--- config.mk ---
export PLATFORM = sky130hd
export DESIGN_NAME = word_fifo
export DESIGN_NICKNAME = d
export VERILOG_FILES = /design/src/hdl/udp_cmd_pkg.sv /design/src/hdl/word_fifo.sv
export SDC_FILE = /design/constraint.sdc
export NUM_CORES = 1
export LEC_CHECK = 0
export BUFFER_PORTS_ARGS = -buffer_cell sky130_fd_sc_hd__buf_4
export CORE_AREA = 5 5 249 154
export DETAILED_ROUTE_END_ITERATION = 8
export DIE_AREA = 0 0 254 159
export PLACE_DENSITY = 0.75
export SLEW_MARGIN = 20
export SYNTH_ARGS = -nofsm -noshare
export SYNTH_HDL_FRONTEND = slang
export SYNTH_SLANG_ARGS = --single-unit
--- constraint.sdc ---
create_clock -name gmii_rx_clk -period 2.1 [get_ports gmii_rx_clk]
set_input_delay 0 -clock gmii_rx_clk [delete_from_list [all_inputs] [get_ports gmii_rx_clk]]
set_output_delay 0 -clock gmii_rx_clk [all_outputs]
set_load 0.02 [all_outputs]
--- src/hdl/udp_cmd_pkg.sv ---
package udp_cmd_pkg;

  typedef logic [31:0] word_t;
  typedef logic [27:0] addr_t;
  typedef logic [7:0]  len_t;      // Burst length minus one
  typedef logic [3:0]  opcode_t;
  typedef logic [8:0]  wcnt_t;     // Payload word count, up to 256 and beyond
  typedef logic [3:0]  strb_t;

  localparam opcode_t OP_WRITE = 4'd1;
  localparam opcode_t OP_READ  = 4'd2;

  localparam int FIFO_DEPTH = 256;  // One maximum burst
  localparam int ADDR_STEP  = 4;    // Bytes per beat

  typedef enum logic [2:0] {
    IDLE,
    WR_ADDR,
    WR_DATA,
    RD_ADDR,
    RD_DATA,
    TX_START,
    TX_SEND,
    DROP
  } ctrl_state_e;

  typedef struct packed {
    opcode_t op;
    len_t    len;
    addr_t   addr;
    wcnt_t   data_cnt;
  } cmd_t;

  typedef struct packed {
    addr_t addr;
    len_t  len;
  } bus_req_t;

endpackage
--- src/hdl/word_fifo.sv ---
`timescale 1ns/1ps

module word_fifo #(
  parameter int DEPTH = 16
) (
  input  logic               gmii_rx_clk,
  input  logic               rst_n,
  input  logic               flush,
  input  logic               push,
  input  udp_cmd_pkg::word_t din,
  input  logic               pop,
  output udp_cmd_pkg::word_t dout,
  output logic               empty,
  output logic               full
);

  udp_cmd_pkg::word_t mem [DEPTH];

  logic [$clog2(DEPTH)-1:0] wr_ptr;
  logic [$clog2(DEPTH)-1:0] rd_ptr;
  logic [$clog2(DEPTH):0]   count;

  assign empty = (count == '0);
  assign full  = (int'(count) == DEPTH);

  always_ff @(posedge gmii_rx_clk) begin
    if (!rst_n || flush) begin
      wr_ptr <= '0;
      rd_ptr <= '0;
      count  <= '0;
    end else begin
      if (push) begin
        wr_ptr <= (int'(wr_ptr) == DEPTH - 1) ? '0 : wr_ptr + 1'b1;
      end
      if (pop) begin
        rd_ptr <= (int'(rd_ptr) == DEPTH - 1) ? '0 : rd_ptr + 1'b1;
      end
      case ({push, pop})
        2'b10:   count <= count + 1'b1;
        2'b01:   count <= count - 1'b1;
        default: count <= count;
      endcase
    end
  end

  always_ff @(posedge gmii_rx_clk) begin
    if (push) begin
      mem[wr_ptr] <= din;
    end
  end

  always_ff @(posedge gmii_rx_clk) begin
    if (pop) begin
      dout <= mem[rd_ptr];  // Word shows the cycle after pop
    end
  end

  a_no_overflow: assert property (@(posedge gmii_rx_clk) disable iff (!rst_n)
    push |-> !full);

  a_no_underflow: assert property (@(posedge gmii_rx_clk) disable iff (!rst_n)
    pop |-> !empty);

endmodule

==> impl_metrics.env <==
export IMPL_post_cts_setup_buffers=0
export IMPL_synth_top_flop_cell="edfxtp_1"
export IMPL_design_die_area_um2=40390
export IMPL_place_area_um2=22680
export IMPL_num_vias=10100
export IMPL_setup_viol_count_final=0
export IMPL_synth_most_common_cell="edfxtp_1"
export IMPL_synth_cell_type_count=39
export IMPL_synth_simple_area_share_pct=1.458
export IMPL_yosysSeqAreaShare_pct=78.63
export IMPL_synth_top_cell_by_area="edfxtp_1"
export IMPL_drt_iter0_markers=1174
export IMPL_port_buffers=70
export IMPL_synthesis_nets=979
export IMPL_status="complete, no violations"
export IMPL_cts_root_buf="clkbuf_16"
export IMPL_cts_buffers=48
export IMPL_synth_top_area_share_pct=77.40
export IMPL_routed_wl_um=45910
export IMPL_fmax_ghz=0.4997
export IMPL_fin_crit_sh_pct=95.30
export IMPL_crit_family="multiplexers"
export IMPL_htreeDepth=2
export IMPL_io_pins=71
export IMPL_finalSetupTns_ps=0
export IMPL_required_ps=2420
export IMPL_crit_arrival_ps=2320
export IMPL_synth_area_um2=21110
export IMPL_slew_violations=0
export IMPL_final_area_um2=24570
export IMPL_place_gp_congestion=0.7573
export IMPL_critical_path_class="reg -> reg"
export IMPL_netlist_instances=933
export IMPL_ys_ff_latch=557
export IMPL_crit_chain="buf_12, buf_4, mux4_2, o22ai_1, a21oi_1"
export IMPL_antenna_cells=0
export IMPL_timing_final_crit_period_ps=2001
export IMPL_top_layer="met4"
export IMPL_cts_buffer_depth=3
export IMPL_dp_hpwl_um=25270
export IMPL_syn2layout_area_growth_pct=16.41
export IMPL_cp_end_kind="register"
export IMPL_maxCapViolations=0
export IMPL_drive_above_1_share_pct=30.80
export IMPL_route_met2_wl_um=21710
export IMPL_synth_compound_area_share_pct=2.466
export IMPL_yosys_warnings=0
export IMPL_synth_xor_area_share_pct=0.2075
export IMPL_cp_slowest_stage_delay_ps=540
export IMPL_antenna_found_initial=0
export IMPL_ant_nets=0
export IMPL_grt_pass1_wl_um=68680
export IMPL_fill_cells=2167
export IMPL_worstHoldPathType="in -> reg"
export IMPL_worst_path_max_fanout=18
export IMPL_synth_edf_count=544
export IMPL_clock_latency_ps=590
export IMPL_drt_pass1_iterations=5
export IMPL_syn_avg_cell_area_um2=22.62
export IMPL_worst_slew_pin_slew_ps=723.5
export IMPL_tritoncts="built"
export IMPL_synthTopCellsByCount="544 x edfxtp_1, 128 x mux4_2, 40 x a21oi_1"
export IMPL_grt_total_usage_pct=23.11
export IMPL_leakagePower_uw=0.007785
export IMPL_core_um2=35810
export IMPL_drc=0
export IMPL_rsz0062_at_grt="no"
export IMPL_synth_top_family_by_area="multiplexers"
export IMPL_grt_start_max_net_pins=37
export IMPL_wl_met3_um=4505
export IMPL_grt_ovfl_total=0
export IMPL_ys_async_sr_fraction_pct=0
export IMPL_cts_sinks=557
export IMPL_synthMuxAreaShare_pct=15.32
export IMPL_p_per_area_nw_per_um2=894.9
export IMPL_synthAdderAreaFrac_pct=0.5335
export IMPL_drt_vias_per_instance=6.274
export IMPL_post_drt_wl_per_cell_um=28.53
export IMPL_critPathBufInv=2
export IMPL_slew_headroom_pct=51.77
export IMPL_clock_skew_ps=25.01
export IMPL_vdd_ir_drop_worst_mv=0.7190
export IMPL_die_width_um=254
export IMPL_final_util_pct=68.61
export IMPL_crit_slowest_cell="mux4_2"
export IMPL_synth_area_leaders="edfxtp_1 77%, mux4_2 14%, mux2i_1 1.7%"
export IMPL_worstSetupStartpointType="register"
export IMPL_hold_viol_final=0
export IMPL_nets=1144
export IMPL_wl_met1_um=18890
export IMPL_clk_pin_slew_ps=70
export IMPL_row_count=54
export IMPL_chipHeight_um=159
export IMPL_grt_pass1_vias=10510
export IMPL_start_util_pct=58.94
-- registers in the layout, indices dropped and copies added (netlist names) --
signal and count:
wr_ptr 4, dout 32, mem 512, count 5, rd_ptr 4
-- final timing paths --
check | startpoint | endpoint | slack, ps | cells past startpoint
worst max-delay path | rd_ptr[0] | dout[2] | 100 | 5
worst min-delay path | pop | count[1] | 50 | 4
worst max register to register | rd_ptr[0] | dout[2] | 100 | 5
worst min register to register | count[3] | count[3] | 540 | 2
-- cell families (layout without fill, tap and decap cells) --
kind of cell | count (synthesis) | count (layout)
adders and majority gates | 9 | 9
buffers and inverters | 57 | 257
and+or+nand+nor | 55 | 55
xor gates and xnor gates | 5 | 5
AOI/OAI and AO/OA | 87 | 87
muxes | 163 | 163
DFF | 557 | 557
-- final cells by class --
class	count	area [um^2]	share of cell area (%)
clock buffers	57	1265	5.148
clock inverters	28	264.0	1.075
inverters	6	22.52	0.09166
multi-input cells	319	4240	17.26
flip-flops and latches	557	16610	67.60
well taps	476	595.6	2.424
repair buffers	166	1574	6.406
-- per-stage QoR --
stage | setup WS [ps] | instances | hold WS [ps] | power, uW
floorplan | 165.3 | 933 | 98.87 | 13040
global placement | 201.2 | 1488 | 292.7 | 13430
detailed placement | 139.7 | 1488 | 303.1 | 13460
CTS | 118.7 | 1609 | 19.64 | 22170
global route | 25.08 | 1609 | 90.82 | 22740
finish | 98.69 | 1609 | 49.92 | 21990
-- tightest hold or removal path: cells and delay by family --
kind / cells / cell delay, ps
fa+ha+maj: 1 / 310
mux: 1 / 120
buf+inv: 1 / 100
simple gates: 1 / 70
-- power by group --
part	leakage (uW)	switching [uW]	internal, uW
Combinational	0.00200	491	414
Clock	0.000743	3920	4800
Sequential	0.00505	51.9	12300
-- cell usage in the layout (no fill, tap or decap), types with 2 or more instances in the layout --
master,netlist,layout
a21o_1,2,2
o22ai_1,32,32
nor2_1,10,10
nor2b_1,2,2
and2_2,0,16
mux2i_1,35,35
buf_12,0,19
mux4_2,128,128
nor4bb_1,2,2
nor3_1,2,2
a311oi_1,2,2
a41oi_1,3,3
dfxtp_4,0,3
clkinv_1,0,11
and3_1,3,3
ha_1,9,9
clkinv_2,0,7
bufinv_16,0,4
dfxtp_1,13,9
nand2_1,6,6
dlygate4sd3_1,0,36
xor2_1,4,4
or3_1,2,2
o21ai_0,3,3
clkinvlp_4,0,3
clkbuf_1,21,6
clkbuf_8,0,3
edfxtp_1,544,544
inv_1,6,6
nand3_1,3,3
clkbuf_16,0,48
a21oi_1,40,40
buf_4,3,111
nand4_1,2,2
-- per-layer routing --
layer | global-route usage (%) | up-vias
met1 | 35.41 | 5251
li1 | - | 4265
met2 | 35.49 | 515
met3 | 5.012 | 64
met4 | 4.585 | 0
met5 | 0 | -
-- timing repair --
| action | CTS | global route |
|---|---|---|
| hold buffers | 36 | 0 |
| hold endpoints to repair | 518 | 0 |
| gates resized for setup | 0 | 0 |
(Power assumes the default switching activity.)
