File: src/hdl/udp_cmd_pkg.sv
package udp_cmd_pkg;

  typedef logic [31:0] word_t;
  typedef logic [27:0] addr_t;
  typedef logic [7:0]  len_t;      // Burst length minus one
  typedef logic [3:0]  opcode_t;
  typedef logic [8:0]  wcnt_t;     // Payload word count, up to 256 and beyond
  typedef logic [3:0]  strb_t;

  localparam opcode_t OP_WRITE = 4'd1;
  localparam opcode_t OP_READ  = 4'd2;

  localparam int FIFO_DEPTH = 256;  // One maximum burst
  localparam int ADDR_STEP  = 4;    // Bytes per beat

  typedef enum logic [2:0] {
    IDLE,
    WR_ADDR,
    WR_DATA,
    RD_ADDR,
    RD_DATA,
    TX_START,
    TX_SEND,
    DROP
  } ctrl_state_e;

  typedef struct packed {
    opcode_t op;
    len_t    len;
    addr_t   addr;
    wcnt_t   data_cnt;
  } cmd_t;

  typedef struct packed {
    addr_t addr;
    len_t  len;
  } bus_req_t;

endpackage
File: src/hdl/udp_cmd_ctrl.sv
`timescale 1ns/1ps

module udp_cmd_ctrl (
  input  logic              gmii_rx_clk,
  input  logic              rst_n,
  input  logic              rec_pkt_done,
  input  udp_cmd_pkg::cmd_t cmd,
  output logic              wr_addr_valid,
  input  logic              wr_addr_ready,
  output logic              wr_data_valid,
  input  logic              wr_data_ready,
  output logic              rd_addr_valid,
  input  logic              rd_addr_ready,
  output logic              rd_data_ready,
  input  logic              rd_data_valid,
  output logic              tx_start_en,
  input  logic              tx_req,
  output logic              cnt_load,
  output logic              cnt_beat,
  input  logic              cnt_done,
  output logic              wf_pop,
  output logic              rf_push,
  output logic              rf_pop,
  output logic              fifo_flush,
  output logic              decode_enable
);

  udp_cmd_pkg::ctrl_state_e state;
  udp_cmd_pkg::ctrl_state_e state_nxt;

  logic wr_ok;
  logic rd_ok;
  logic accept;

  // Write must carry exactly len+1 payload words
  assign wr_ok  = (cmd.op == udp_cmd_pkg::OP_WRITE) &&
                  (cmd.data_cnt == {1'b0, cmd.len} + 9'd1);
  assign rd_ok  = (cmd.op == udp_cmd_pkg::OP_READ);
  assign accept = (state == udp_cmd_pkg::IDLE) && rec_pkt_done;

  always_comb begin
    state_nxt = state;
    case (state)
      udp_cmd_pkg::IDLE: begin
        if (rec_pkt_done) begin
          if (wr_ok) begin
            state_nxt = udp_cmd_pkg::WR_ADDR;
          end else if (rd_ok) begin
            state_nxt = udp_cmd_pkg::RD_ADDR;
          end else begin
            state_nxt = udp_cmd_pkg::DROP;
          end
        end
      end
      udp_cmd_pkg::WR_ADDR:  if (wr_addr_ready) state_nxt = udp_cmd_pkg::WR_DATA;
      udp_cmd_pkg::WR_DATA:  if (cnt_done) state_nxt = udp_cmd_pkg::IDLE;
      udp_cmd_pkg::RD_ADDR:  if (rd_addr_ready) state_nxt = udp_cmd_pkg::RD_DATA;
      udp_cmd_pkg::RD_DATA:  if (cnt_done) state_nxt = udp_cmd_pkg::TX_START;
      udp_cmd_pkg::TX_START: state_nxt = udp_cmd_pkg::TX_SEND;
      udp_cmd_pkg::TX_SEND:  if (cnt_done) state_nxt = udp_cmd_pkg::IDLE;
      default:               state_nxt = udp_cmd_pkg::IDLE;  // DROP lasts one cycle
    endcase
  end

  always_ff @(posedge gmii_rx_clk) begin
    if (!rst_n) begin
      state <= udp_cmd_pkg::IDLE;
    end else begin
      state <= state_nxt;
    end
  end

  assign wr_addr_valid = (state == udp_cmd_pkg::WR_ADDR);
  assign wr_data_valid = (state == udp_cmd_pkg::WR_DATA);
  assign rd_addr_valid = (state == udp_cmd_pkg::RD_ADDR);
  assign rd_data_ready = (state == udp_cmd_pkg::RD_DATA);
  assign tx_start_en   = (state == udp_cmd_pkg::TX_START);
  assign decode_enable = (state == udp_cmd_pkg::IDLE);

  // Stray payload of a read packet is cleared too
  assign fifo_flush = (state == udp_cmd_pkg::DROP) || (state == udp_cmd_pkg::RD_ADDR);

  assign cnt_load = (accept && (wr_ok || rd_ok)) || (state == udp_cmd_pkg::TX_START);

  always_comb begin
    case (state)
      udp_cmd_pkg::WR_DATA: cnt_beat = wr_data_ready;
      udp_cmd_pkg::RD_DATA: cnt_beat = rd_data_valid;
      udp_cmd_pkg::TX_SEND: cnt_beat = tx_req;
      default:              cnt_beat = 1'b0;
    endcase
  end

  // First word is popped early so beat 0 sits on wr_data
  assign wf_pop  = (accept && wr_ok) ||
                   ((state == udp_cmd_pkg::WR_DATA) && wr_data_ready && !cnt_done);
  assign rf_push = (state == udp_cmd_pkg::RD_DATA) && rd_data_valid;
  assign rf_pop  = (state == udp_cmd_pkg::TX_SEND) && tx_req;

  // Reply words are requested only after tx_start_en
  a_tx_req_in_send: assert property (@(posedge gmii_rx_clk) disable iff (!rst_n)
    tx_req |-> (state == udp_cmd_pkg::TX_SEND));

endmodule

File: config.mk
export PLATFORM = sky130hd
export DESIGN_NAME = udp_cmd_ctrl
export DESIGN_NICKNAME = d
export VERILOG_FILES = /design/src/hdl/udp_cmd_pkg.sv /design/src/hdl/udp_cmd_ctrl.sv
export SDC_FILE = /design/constraint.sdc
export NUM_CORES = 1
export LEC_CHECK = 0
export BUFFER_PORTS_ARGS = -buffer_cell sky130_fd_sc_hd__buf_2
export CAP_MARGIN = 20
export CORE_UTILIZATION = 35
export CTS_CLUSTER_SIZE = 28
export DETAILED_ROUTE_END_ITERATION = 10
export GPL_TIMING_DRIVEN = 0
export PLACE_DENSITY = 0.84
export SYNTH_ARGS = -nofsm -noshare
export SYNTH_HDL_FRONTEND = slang
export SYNTH_SLANG_ARGS = --single-unit
File: constraint.sdc
create_clock -name gmii_rx_clk -period 4.5 [get_ports gmii_rx_clk]
set_clock_uncertainty 0.1 [all_clocks]
set_input_delay 0.45 -clock gmii_rx_clk [delete_from_list [all_inputs] [get_ports gmii_rx_clk]]
set_output_delay 0.45 -clock gmii_rx_clk [all_outputs]
set_load 0.02 [all_outputs]
==> impl_metrics.yaml <==
worst_setup_path:
  crit_arrival_ps: 2050
  critPathMostFrequentCell: "sky130_fd_sc_hd__buf_2"
  critical_path.endpoint_type: "output port"
  max_incr_delay_on_cp_ps: 270
  cp.required_ps: 3950
  startpoint_type: "primary input"
  critical_path_peak_fanout: 4
  critical_path.reg2reg.startpoint: "state[2]"
  crit_path_top_delay_cell: "sky130_fd_sc_hd__nor4b_2"
  timing_worst_setup_path_type: "in -> out"
  cells_traversed_along_the_worst_timing_path: "buf_2 -> ha_1 -> nand3_1 -> o21a_1 -> nor4b_2 -> o2111ai_1 -> o21ai_0 -> buf_2"
  worst_setup_path_startpoint: "cmd[37]"
sta:
  maximum_operating_frequency_ghz: 0.384
  maxSlewHeadroom: 0.696
  totalNegativeSetupSlack_ps: 0
  period_utilization: 0.578
  rsz_0062_raised_after_global_routing: "false"
  report.final.setup_viol: 0
  tightest_slew_ps: 450
  layout_min_cycle_time_ps: 2600
  final-max-slew-violation-count: 0
  finalHoldViolCount: 0
clock_network:
  clk_buf_depth: 2
  h-tree-depth: 1
  cts_clk_pin_slew_worst_paths_ps: 30
  insertion_delay_ps: 220
  post_cts.repair.setup_buffers: 0
  number_of_gates_resized_after_cts: 0
  cts_made_buffers: 3
  tritoncts: "done"
  cts_root_buffer: "sky130_fd_sc_hd__clkbuf_4"
  cts.hold.buffers_added: 0
  cts_sinks: 3
floorplan:
  design.core.area_um2: 1520
  floorplan_die_height_um: 42.6
  floorplan.initialDensity: 0.379
  io_pins: 70
  placementRows: 14
  die-area_um2: 1820
  die_extent_in_x_um: 42.6
route:
  routed_via_density: 5.38
  finalWirelength_mm: 1.56
  drt_iter0_drc: 18
  wl_per_cell_um: 10.7
  remaining_design_rule_violation_count: 0
  detailedRoute.firstPassIterationCount: 4
  detail-route-antenna-nets: 0
  via_count: 780
grt:
  grt_start_max_net_pins: 11
  grt_pass1_vias: 705
  globalRouteOverflowTotal: 0
  grt_antenna_before_repair: 0
  grt_use_total: 0.182
  global_route_wire_length_before_repair_mm: 2.67
placement:
  buffer_ports.inserted: 41
  detailedPlacementHpwl_mm: 1.34
  gp_routability_congestion: 0.950
  placed_cells: 141
  post_dp_cell_area_um2: 803
cells_and_area:
  layout-drive-gt1-share: 0.357
  syn_to_final_growth_pct: 43.5
  num-nets-final: 189
  reg.largest.list: "state (3)"
  largest_register: "state"
  n_antenna_cell: 0
  layout.cell_area.non_filler_um2: 830
  final_cell_count_no_fill: 145
  largest_register_ffs: 3
logic_synthesis:
  synth_top_flop_cell: "sky130_fd_sc_hd__dfxtp_1"
  synth.yosys.seq_area_share: 0.104
  synth-seq-cells: 3
  synth_top_cells_by_count: "6 x sky130_fd_sc_hd__nor3_1, 5 x sky130_fd_sc_hd__inv_1, 5 x sky130_fd_sc_hd__nand2_1"
  ys_types: 36
  netlist.top_cell.by_area: "sky130_fd_sc_hd__dfxtp_1"
  postSynthNetCount: 143
  netlist.area_leader.share: 0.104
  synth.area.top_cells: "sky130_fd_sc_hd__dfxtp_1 10%, sky130_fd_sc_hd__xnor2_1 6.1%, sky130_fd_sc_hd__xor2_1 6.1%"
  edff_count_synth: 0
  synth.most_common_cell: "sky130_fd_sc_hd__nor3_1"
  ys_async_sr_fraction: 0
  ys_warn_count: 0
  syn_area_um2: 578
  synthesis.instances: 84
  mean_post_synth_cell_area_um2: 6.88
pwr:
  power_frac_comb: 0.726
  power.internal_w: 0.000160
  switching_power_w: 0.000158
  worst_ir_drop_vdd_mv: 0.157
  power.density_nw_per_um2: 384
  net_sw_frac: 0.496
  clkPwrFrac: 0.138
  power.leakage_nw: 0.421
  power.sequential.fraction: 0.136
flow_run:
  cap_viol_max_count: 0
worst_hold_path:
  hp-class: "in -> reg"
  hold_path.startpoint: "rst_n"
run_status:
  run_status: "completed"
## stage by stage
stage | worst slack [ps] | utilization | total power [W] | hold WS (ps)
after detailed placement | 1920 | 0.527 | 0.000274 | 562
after global routing | 1730 | 0.544 | 0.000352 | 415
after global placement | 1940 | 0.527 | 0.000269 | 556
after floorplan | 2080 | - | 0.000206 | 475
final | 1900 | 0.544 | 0.000318 | 399
after CTS | 1920 | 0.544 | 0.000319 | 397
## power groups by stage
stage          sequential [W]  combinational [W]  clock [W]
3_3_place_gp        0.0000428           0.000226          0
6_report            0.0000433           0.000231  0.0000438
2_1_floorplan       0.0000414           0.000165          0
5_1_grt             0.0000437           0.000259  0.0000499
4_1_cts             0.0000429           0.000231  0.0000451
3_5_place_dp        0.0000433           0.000231          0
## kinds of logic (layout without fill, tap and decap cells)
kind of cell / after synthesis / after routing / share of synthesized area
compound gates: 25 / 25 / 0.303
flops: 3 / 3 / 0.104
simple gates: 39 / 39 / 0.396
fa+ha+maj: 1 / 1 / 0.0216
xor+xnor: 8 / 8 / 0.121
buf+inv: 8 / 53 / 0.0541
## placed cells by master, fill, tap and decap left out, drive strengths merged
cell type	count
buf	42
a41o	1
or3	1
o21a	2
nor2b	1
nand4	2
dfxtp	3
nor2	4
a21oi	4
xor2	4
clkbuf	6
nand3	4
ha	1
a22o	1
and2	4
nor4b	3
a211o	1
o31ai	1
a211oi	3
o21ai	4
o2111ai	2
nand2	5
a32o	1
xnor2	4
nor3	6
and3	4
inv	5
and2b	1
a31oi	2
a22oi	1
o22ai	1
o32ai	1
and4	1
nand2b	2
and3b	1
## area by class of cell
type / instances / area, µm²
Fill cell: 148 / 694
Multi-Input combinational cell: 73 / 487
Timing Repair Buffer: 41 / 205
Sequential cell: 3 / 60.1
Clock buffer: 4 / 26.3
Tap cell: 16 / 20.0
Inverter: 5 / 18.8
Buffer: 3 / 12.5
## per-layer routing
layer  up-vias  global-route usage  wire length (µm)
li1        414                   -                 -
met1       336               0.225               700
met2        30               0.327               767
met3         0              0.0259                90
met4         0              0.0375                 0
met5         -                   0                 0
## final timing paths
path	to	slack [ps]	cells past startpoint
max reg2reg	state[1]	2860	6
min reg2reg	state[0]	590	3
max	cnt_load	1900	8
min	state[2]	400	2
## critical path: cells and delay by family
kind            cells  cell delay [ps]
compound gates      3              700
buf+inv             2              320
fa+ha+maj           1              210
simple gates        2              380
(Power assumes the default switching activity.)
