[src/hdl/udp_cmd_pkg.sv]
package udp_cmd_pkg;

  typedef logic [31:0] word_t;
  typedef logic [27:0] addr_t;
  typedef logic [7:0]  len_t;      // Burst length minus one
  typedef logic [3:0]  opcode_t;
  typedef logic [8:0]  wcnt_t;     // Payload word count, up to 256 and beyond
  typedef logic [3:0]  strb_t;

  localparam opcode_t OP_WRITE = 4'd1;
  localparam opcode_t OP_READ  = 4'd2;

  localparam int FIFO_DEPTH = 256;  // One maximum burst
  localparam int ADDR_STEP  = 4;    // Bytes per beat

  typedef enum logic [2:0] {
    IDLE,
    WR_ADDR,
    WR_DATA,
    RD_ADDR,
    RD_DATA,
    TX_START,
    TX_SEND,
    DROP
  } ctrl_state_e;

  typedef struct packed {
    opcode_t op;
    len_t    len;
    addr_t   addr;
    wcnt_t   data_cnt;
  } cmd_t;

  typedef struct packed {
    addr_t addr;
    len_t  len;
  } bus_req_t;

endpackage
[src/hdl/burst_counter.sv]
`timescale 1ns/1ps

module burst_counter (
  input  logic              gmii_rx_clk,
  input  logic              rst_n,
  input  logic              load,
  input  udp_cmd_pkg::len_t len,
  input  logic              beat,
  output logic              last,
  output logic              done
);

  udp_cmd_pkg::len_t remaining;
  logic              armed;

  assign last = armed && (remaining == '0);
  assign done = beat && last;

  always_ff @(posedge gmii_rx_clk) begin
    if (!rst_n) begin
      armed     <= 1'b0;
      remaining <= '0;
    end else if (load) begin
      armed     <= 1'b1;
      remaining <= len;
    end else if (beat) begin
      if (remaining == '0) begin
        armed <= 1'b0;  // Burst finished
      end else begin
        remaining <= remaining - 1'b1;
      end
    end
  end

  // Every counted transfer belongs to a burst that was loaded before it
  a_beat_after_load: assert property (@(posedge gmii_rx_clk) disable iff (!rst_n)
    beat |-> armed);

endmodule

[config.mk]
export PLATFORM = sky130hd
export DESIGN_NAME = burst_counter
export DESIGN_NICKNAME = d
export VERILOG_FILES = /design/src/hdl/udp_cmd_pkg.sv /design/src/hdl/burst_counter.sv
export SDC_FILE = /design/constraint.sdc
export NUM_CORES = 1
export LEC_CHECK = 0
export BUFFER_PORTS_ARGS = -buffer_cell sky130_fd_sc_hd__buf_4
export CELL_PAD_IN_SITES_DETAIL_PLACEMENT = 1
export CELL_PAD_IN_SITES_GLOBAL_PLACEMENT = 2
export CORE_UTILIZATION = 31
export CTS_CLUSTER_SIZE = 10
export DETAILED_ROUTE_END_ITERATION = 8
export PLACE_DENSITY = 0.9
export RECOVER_POWER = 50
export SLEW_MARGIN = 40
export SYNTH_ARGS = -nofsm -noshare
export SYNTH_HDL_FRONTEND = slang
export SYNTH_SLANG_ARGS = --single-unit
export TNS_END_PERCENT = 100
[constraint.sdc]
create_clock -name gmii_rx_clk -period 2.8 [get_ports gmii_rx_clk]
set_input_delay 0.28 -clock gmii_rx_clk [delete_from_list [all_inputs] [get_ports gmii_rx_clk]]
set_output_delay 0.28 -clock gmii_rx_clk [all_outputs]
set_load 0.02 [all_outputs]
==> impl_results.md, run 1 <==
* Drt via density at 5.58
* Design Area, Final at 712 sq um
* Max_cap viols at 0
* Yosys top cell by area: dfxtp_1
* Hold buffer count at cts at 0
* Area after DPL at ~690 sq um
* CTS max path bufs at 2
* Placeable Area at 1760 sq um
* Most frequent cell after synthesis: dfxtp_1
* DR iter-0 viols at 8
* Mapped Cells at between 60 and 70
* Final nets at 96
* Total number of yosys warnings at 0
* Vias in the first global route at 571
* Die Height at 45.7 microns
* Outcome: completed
* Share of cells above drive strength 1 at 24.7%
* Initial antenna violation count at 0
* Crit Path Max Fanout at 6
* Vias after detailed routing at between 500 and 600
* EDFF count, synth at 0
* Seq/Total Area, Yosys at 30.4%
* First-pass GRT wire length at 2590 microns
* CTS Root Cell: clkbuf_4
* Initial Utilization at 33.5%
* Synth cell types at 35
* Number of gates resized after CTS at 0
* Total power per unit cell area at 496 nW/um^2
* Final clock skew at 0.000884 ns
* Final period util at 77.7%
* H-tree depth at 1
* IO Pins at 14
* Area added between synthesis and finish at 20.3%
* Final hold viol count at 0
* Worst VDD drop at between 0.0002 and 0.00025 V
* # diodes at 0
* LEAKAGE at 0.000277 uW
* #FFs+latches synth at 9
* Congestion Overflow GR at 0
* Gr usage total at between 10% and 20%
* Data arrival time of the critical path at 1.90 ns
* Routability cong. at 0.785
* WP data required at 2.52 ns
* Filler Cells Inserted at ~230
* Mapped Nets at 83
* # clock sinks at 9
* Residual DRC at 0
* Worst slack, placed at 0.931 ns
* PortBufs at 13
* Switching share of power at 32.5%
* Drt wl/cell at roughly 15 microns
* Worst-path clk slew at 0.06 ns
* Fin crit period at 2.18 ns
* Main synth FF type: dfxtp_1
* Logic pwr share at a little over a quarter
* Area contributors post-synth: dfxtp_1 (30%), o2111ai_1 (5.9%), a31oi_1 (4.2%)
* Setup violators final at 0
* # rows at 15
* Final count of pins violating max slew at 0
* Int Power at 239 uW
* Setup crit start kind: flip-flop
* Measured slew at the worst slew-check pin at 0.700 ns
* Critical Path End Type: output pin
* Clock Power Share at 29.5%
* Routed wire length at approximately 1600 microns
* RSZ-0062 raised after global routing: no
* ANT nets after route at 0
* Rel. slew slack at between 50% and 60%
* Worst setup path class: reg -> out
* Maximum clock rate at 459 MHz
* Setup TNS Final at 0 ns
* Fraction of registers with async set or reset after synthesis at 0%
* Design Power at 353 uW
* Router iterations before antenna repair at 3
* Die footprint at 2090 sq um
* Synth top area share at 30.4%
* CTS tree: done
* CTS Buf Count at 3
* Sequential Power Share at 44.0%
* Worst setup margin at 0.623 ns
* Post-Syn Area at 592 sq um
* Net Sw Power at 115 uW
* Tightest Hold Check Type: in -> reg
* Die W at 45.7 microns
* Worst skew pair latency at 0.26 ns
* Post-CTS Setup Inserts at 0
* Pin count of the biggest net entering global routing at 14
* DP Wirelength at roughly 1100 microns
* Synthesized area per cell at 8.58 sq um
[worst paths after layout]
check / start / cells after the start / slack (ns) / to
worst max register to register: remaining[0] / 5 / 0.94 / remaining[3]
worst min-delay path: len[0] / 3 / 0.26 / remaining[0]
worst max-delay path: remaining[0] / 6 / 0.62 / done
worst min register to register: remaining[5] / 2 / 0.54 / remaining[5]
[through the flow]
stage / utilization, % / std cells / hold WS [ns]
2_1_floorplan: - / 69 / 0.438
3_3_place_gp: 38.9 / 102 / 0.521
3_5_place_dp: 38.9 / 102 / 0.525
4_1_cts: 40.4 / 106 / 0.261
5_1_grt: 40.4 / 106 / 0.269
6_report: 40.4 / 106 / 0.259
[layout by cell type (no fill, tap or decap), drive strengths merged, types with 3 or more instances in the layout]
| cell type | n |
|---|---|
| nor3 | 3 |
| nand3 | 4 |
| clkbuf | 4 |
| a31oi | 4 |
| o21ai | 5 |
| inv | 4 |
| buf | 13 |
| dfxtp | 9 |
| o2111ai | 4 |
[flip-flops by register name (all words and copies together) (netlist names)]
signal     cells
remaining      8
armed          1
[power by group through the flow]
stage / registers [uW] / logic (uW) / clock network (uW)
floorplan: 152 / 73.8 / 0
global placement: 157 / 90.7 / 0
detailed placement: 158 / 93.2 / 0
CTS: 155 / 94.0 / 109
global route: 158 / 106 / 115
finish: 155 / 93.7 / 104
[worst max-delay path, cell delays in order (launching register included)]
cell and delay, ns:
dfxtp_1 0.36, inv_1 0.10, ha_1 0.16, or3b_1 0.45
nor3_1 0.26, and2_1 0.17, buf_4 0.14
[layout make-up]
type / instances / area, sq um / area share, %
Multi-Input combinational cell: 51 / 362 / 50.8
Tap cell: 25 / 31.3 / 4.39
Sequential cell: 9 / 180 / 25.3
Inverter: 4 / 15.0 / 2.11
Timing Repair Buffer: 13 / 97.6 / 13.7
Clock buffer: 4 / 26.3 / 3.69
[layer usage]
layer	up-vias	GRT usage, %	part of all wire (%)	wire [microns]
met1	279	21.8	48	746
met5	-	0	0	0
met4	0	5.29	0.76	12
met2	13	28.9	47	736
met3	2	8.33	4.8	75
li1	298	-	-	-
[cell families (layout without fill, tap and decap cells)]
family                     Yosys count  after routing  synth area share [%]
AOI/OAI and AO/OA                   26             26                  31.9
and+or+nand+nor                     23             23                  25.0
DFF                                  9              9                  30.4
buffers and inverters                9             21                  8.46
adders and majority gates            2              2                  4.23
Power figures use the tool's default switching activity.
==> run 2: changes to the inputs <==
- CORE_UTILIZATION: 31 -> 29
- PLACE_DENSITY: 0.9 -> 0.85
- clock period: 2.8 -> 2.1 ns (I/O delays scaled with it)
==> impl_results.md, run 2 (synthesized netlist as in run 1, its figures left out) <==
* Switching share of power at 33.0% (was 32.5%)
* Final Core Density at 39.9% (was 40.4%)
* CTS Buf Count at 3 (unchanged)
* Tightest hold margin at 0.202 ns (was 0.259 ns)
* Area added between synthesis and finish at 22.8% (was 20.3%)
* Die W at 47.2 microns (was 45.7 microns)
* Logic pwr share at 27.3% (was 26.5%)
* Biggest register: remaining (unchanged)
* Share of cells above drive strength 1 at 28.0% (was 24.7%)
* Congestion Overflow GR at 0 (unchanged)
* DP Wirelength at 1140 microns (was 1150 microns)
* # diodes at 0 (unchanged)
* Crit Path Max Fanout at 5 (was 6)
* CP peak stage delay at 0.42 ns (was 0.45 ns)
* Die Height at 47.2 microns (was 45.7 microns)
* Cell chain of the critical path: inv_1 > ha_1 > or3b_4 > nor3_2 > and2_1 > buf_4 (was inv_1 > ha_1 > or3b_1 > nor3_1 > and2_1 > buf_4)
* Critical Path End Type: output pin (unchanged)
* PortBufs at 13 (unchanged)
* WP data required at 1.89 ns (was 2.52 ns)
* Final hold viol count at 0 (unchanged)
* Hold depth at 3 (unchanged)
* Rel. slew slack at 57.0% (was 53.3%)
* First-pass GRT wire length at 2570 microns (was 2590 microns)
* Routability cong. at 0.761 (was 0.785)
* Int Power at 324 uW (was 239 uW)
* Final count of pins violating max slew at 0 (unchanged)
* Data arrival time of the critical path at 1.75 ns (was 1.90 ns)
* H-tree depth at 1 (unchanged)
* Most common cell after layout, fill and taps aside: buf_4 (unchanged)
* CTS max path bufs at 2 (unchanged)
* Buf/Inv on CP at 2 (unchanged)
* Worst skew pair latency at 0.27 ns (was 0.26 ns)
* Reg-to-reg slack, setup at 0.35 ns (was 0.94 ns)
* Total power per unit cell area at 666 nW/um^2 (was 496 nW/um^2)
* Die footprint at 2230 sq um (was 2090 sq um)
* Hold Path Origin: len[0] (unchanged)
* Fin crit period at 1.96 ns
* Net Sw Power at 160 uW (was 115 uW)
* Gr usage total at 16.9% (was 18.1%)
* Placeable Area at 1820 sq um (was 1760 sq um)
* Max FFs per register at 8 (unchanged)
* Hold buffer count at cts at 0 (unchanged)
* End of the worst hold path: remaining[0] (unchanged)
* Reg2reg path depth at 5 (unchanged)
* Sequential Power Share at 43.0% (was 44.0%)
* FF-to-FF End: remaining[3] (unchanged)
* Vias after detailed routing at 598 (was 592)
* Vias in the first global route at 564 (was 571)
* Tightest Hold Check Type: in -> reg (unchanged)
* Clock Power Share at 29.7% (was 29.5%)
* Routed wire length at 1580 microns (was 1570 microns)
* Initial antenna violation count at 0 (unchanged)
* Setup violators final at 0 (unchanged)
* Residual DRC at 0 (unchanged)
* CTS tree: done (unchanged)
* CP top delay family: simple AND/OR/NAND/NOR gates (unchanged)
* Worst setup path class: reg -> out (unchanged)
* DR iter-0 viols at 9 (was 8)
* LEAKAGE at 0.000282 uW (was 0.000277 uW)
* Final clock skew at 0.00440 ns (was 0.000884 ns)
* Final nets at 97 (was 96)
* Measured slew at the worst slew-check pin at 0.643 ns (was 0.700 ns)
* Setup crit start kind: flip-flop (unchanged)
* Regs by FF count: remaining x8, armed x1 (unchanged)
* Router iterations before antenna repair at 3 (unchanged)
* # rows at 15 (unchanged)
* Drt via density at 5.59 (was 5.58)
* Worst-path clk slew at 0.07 ns (was 0.06 ns)
* # clock sinks at 9 (unchanged)
* RSZ-0062 raised after global routing: no (unchanged)
* ANT nets after route at 0 (unchanged)
* Outcome: completed (unchanged)
* CTS Root Cell: clkbuf_4 (unchanged)
* Maximum clock rate at 511 MHz
* Max_cap viols at 0 (unchanged)
* Reg2reg start: remaining[1] (was remaining[0])
* Worst VDD drop at 0.000386 V (was 0.000229 V)
* Initial Utilization at 32.5% (was 33.5%)
* Drt wl/cell at 14.7 microns (was 14.8 microns)
* IO Pins at 14 (unchanged)
* Setup TNS Final at 0 ns (unchanged)
* Final period util at 93.2%
* Slowest cell on crit path: or3b_4 (was or3b_1)
* Pin count of the biggest net entering global routing at 14 (unchanged)
* Most frequent cells in the layout: buf_4 (14), dfxtp_1 (9) (was buf_4 (13), dfxtp_1 (9))
==> run 2: cell count changes in the layout (fill, tap and decap cells not counted), sizes merged <==
cell  delta
buf      +1
==> run 2: power groups by stage <==
stage	logic [uW]	clock network, uW	registers, uW
CTS	130	148	207
detailed placement	129	0	211
floorplan	98.4	0	202
global route	147	155	211
finish	132	144	208
global placement	128	0	209
==> run 2: worst register-to-register path, cell delays in order, from the launching register on <==
cell	delay (ns)
dfxtp_1	0.36
inv_1	0.10
ha_1	0.15
nor3b_1	0.54
a21boi_1	0.24
o211a_1	0.27
==> run 2: worst max path at each step <==
stage	start	endpoint	slack [ns]	cells past startpoint
floorplan	remaining[2]	done	0.05	5
global placement	remaining[0]	done	0.35	6
detailed placement	remaining[0]	done	0.31	6
CTS	remaining[0]	done	0.004	6
global route	remaining[0]	done	0.02	6
finish	remaining[1]	done	0.14	6
==> run 2: stage by stage <==
stage          total power (uW)  cells  setup slack [ns]  area (sq um)
4_1_cts                     485    107           0.00386           719
6_report                    484    107             0.142           727
3_3_place_gp                337    103             0.346           693
3_5_place_dp                339    103             0.305           693
5_1_grt                     513    107            0.0171           727
2_1_floorplan               301     69            0.0525           592
==> run 2: cell type report <==
type	instances	area [sq um]
fill	232	1090
multi-input combinational	51	369
sequential	9	180
timing repair buffer	14	105
tap	25	31.3
clock buffer	4	26.3
inverter	4	15.0
==> run 2: routing by layer <==
layer / routed length, microns / GRT usage [%]
met3: 65 / 6.92
met2: 720 / 26.9
met1: 779 / 20.8
met4: 12 / 5.14
met5: 0 / 0
==> run 2: repair_timing <==
| item | CTS | global route |
|---|---|---|
| setup endpoints to repair | 0 | 2 |
| resized for setup | 0 | 2 |
| setup buffers | 0 | 0 |
==> run 3: changes to the inputs <==
- CORE_UTILIZATION: 29 -> 26
- PLACE_DENSITY: 0.85 -> 0.81
- clock period: 2.1 -> 1.66 ns (I/O delays scaled with it)
==> impl_results.md, run 3 (synthesized netlist as in run 1, its figures left out) <==
* Placeable Area at 2040 sq um (was 1820 sq um)
* Area added between synthesis and finish at 52.6% (was 22.8%)
* # diodes at 0 (unchanged)
* Reg2reg path depth at 4 (was 5)
* Cell count along the critical path at 6 (unchanged)
* Gr usage total at 17.8% (was 16.9%)
* CTS max path bufs at 2 (unchanged)
* Worst-path clk slew at 0.07 ns (about the same)
* Outcome: complete, but fails checks (was completed)
* IO Pins at 14 (unchanged)
* Register area at 183 sq um (was 180 sq um)
* Data arrival time of the critical path at 1.61 ns (was 1.75 ns)
* Router iterations before antenna repair at 4 (was 3)
* ANT nets after route at 0 (unchanged)
* Final hold viol count at 0 (unchanged)
* Worst setup path class: reg -> out (unchanged)
* Crit Path Max Fanout at 3 (was 5)
* Regs by FF count: remaining x8, armed x1 (unchanged)
* CP peak stage delay at 0.39 ns (was 0.42 ns)
* Final clock skew at 0.00382 ns (was 0.00440 ns)
* Final std cells w/o fill at 126 (was 107)
* Area after DPL at 813 sq um (was 693 sq um)
* Fin crit period at 1.78 ns
* Hold buffer count at cts at 0 (unchanged)
* Rel. slew slack at 78.8% (was 57.0%)
* First-pass GRT wire length at 3190 microns (was 2570 microns)
* CTS tree: done (unchanged)
* Drt via density at 5.34 (was 5.59)
* CTS Buf Count at 3 (unchanged)
* Maximum clock rate at 563 MHz
* Critical Path End Type: output pin (unchanged)
* Residual DRC at 0 (unchanged)
* CP top delay family: simple AND/OR/NAND/NOR gates (unchanged)
* Total power per unit cell area at 789 nW/um^2 (was 666 nW/um^2)
* Setup violators final at 4 (was 0)
* Pin count of the biggest net entering global routing at 14 (unchanged)
* Filler Cells Inserted at 259 (was 232)
* Worst skew pair latency at 0.27 ns (about the same)
* Share of cells above drive strength 1 at 49.5% (was 28.0%)
* Design Area, Final at 903 sq um (was 727 sq um)
* Biggest register: remaining (unchanged)
* Failing checks: negative setup slack
* Critical path origin: remaining[1] (unchanged)
* Die footprint at 2470 sq um (was 2230 sq um)
* Vias after detailed routing at 673 (was 598)
* LEAKAGE at 0.000381 uW (was 0.000282 uW)
* Measured slew at the worst slew-check pin at 0.317 ns (was 0.643 ns)
* Max FFs per register at 8 (unchanged)
* WP data required at 1.49 ns (was 1.89 ns)
* Reg-to-reg slack, setup at -0.09 ns (was 0.35 ns)
* Die W at 49.7 microns (was 47.2 microns)
* Initial antenna violation count at 0 (unchanged)
* Congestion Overflow GR at 0 (unchanged)
* # clock sinks at 9 (unchanged)
* Routability cong. at 0.777 (was 0.761)
* Inst Count DP at 119 (was 103)
* Setup crit start kind: flip-flop (unchanged)
* Slowest cell on crit path: or3b_4 (unchanged)
* # rows at 16 (was 15)
* Initial Utilization at 29.0% (was 32.5%)
* Final count of pins violating max slew at 0 (unchanged)
* Buf/Inv on CP at 2 (unchanged)
* PortBufs at 13 (unchanged)
* Cell chain of the critical path: inv_2 > ha_4 > or3b_4 > nor3_4 > and2_4 > buf_6 (was inv_1 > ha_1 > or3b_4 > nor3_2 > and2_1 > buf_4)
* DP Wirelength at 1350 microns (was 1140 microns)
* Routed wire length at 1950 microns (was 1580 microns)
* CTS Root Cell: clkbuf_4 (unchanged)
* Tightest Hold Check Type: in -> reg (unchanged)
* Die Height at 49.7 microns (was 47.2 microns)
* RSZ-0062 raised after global routing: yes (was no)
* Vias in the first global route at 658 (was 564)
* Reg2reg start: remaining[3] (was remaining[1])
* Critical path endpoint: done (unchanged)
* Final nets at 114 (was 97)
* Final period util at 107%
* Multi-input gate area at 405 sq um (was 369 sq um)
* H-tree depth at 1 (unchanged)
* FF-to-FF End: remaining[6] (was remaining[3])
* DR iter-0 viols at 8 (was 9)
* Most frequent cells in the layout: buf_4 (29), dfxtp_1 (7) (was buf_4 (14), dfxtp_1 (9))
* Worst setup margin at -0.115 ns (was 0.142 ns)
* Max_cap viols at 0 (unchanged)
* Drt wl/cell at 15.5 microns (was 14.7 microns)
* Worst VDD drop at 0.000332 V (was 0.000386 V)
* Most common cell after layout, fill and taps aside: buf_4 (unchanged)
[run 3: cell count changes in the layout (fill, tap and decap cells not counted), moves of 2 or more]
cell and change:
buf_6 +2, inv_2 +2, buf_4 +15, dfxtp_2 +2
or4b_4 +2, inv_1 -2, dfxtp_1 -2
[run 3: metal layers]
layer | GRT usage [%] | vias to the layer above | share of wire, %
met3 | 4.01 | 4 | 3.0
met5 | 0 | - | 0
met1 | 23.3 | 326 | 48
li1 | - | 333 | -
met4 | 7.14 | 0 | 1.3
met2 | 27.9 | 10 | 47
[run 3: how the worst min path moves through the flow]
stage,startpoint,slack (ns),endpoint,cells after the start
6_report,len[0],0.15,remaining[0],3
5_1_grt,len[1],0.16,remaining[1],3
4_1_cts,len[1],0.14,remaining[1],3
3_5_place_dp,len[1],0.42,remaining[1],3
3_3_place_gp,len[1],0.42,remaining[1],3
2_1_floorplan,len[0],0.32,remaining[0],2
[run 3: area by class of cell]
type,count,area share [%]
multi-input combinational,51,44.9
timing repair buffer,31,26.6
sequential,9,20.2
tap,27,3.74
clock buffer,4,2.91
inverter,4,1.66
[run 3: stage by stage]
stage               TNS [ns]  setup slack, ns  hold slack [ns]  power (uW)  util, %
floorplan            -0.0571          -0.0316            0.324         386        -
finish                -0.292           -0.115            0.146         713     44.2
global route          -0.529           -0.196            0.160         752     44.2
detailed placement   -0.0619          -0.0529            0.421         489     39.8
CTS                   -0.285           -0.112            0.141         706     44.2
global placement           0          0.00515            0.415         482     39.8
[run 3: timing repair]
item,4_1_cts,5_1_grt
resized for setup,12,2
buffers inserted,4,0
endpoints found under the setup margin,5,6
pin swaps,7,4
cloned,0,0
[run 3: where the power goes]
part | switching [uW] | internal (uW)
sequential | 14.7 | 237
combinational | 129 | 146
clock | 93.1 | 93.1
total | 237 | 476
[run 3: worst min-delay path: cells and delay by family]
| kind | cells | cell delay, ns |
|---|---|---|
| compound gates | 1 | 0.08 |
| buf+inv | 1 | 0.08 |
| simple gates | 1 | 0.06 |
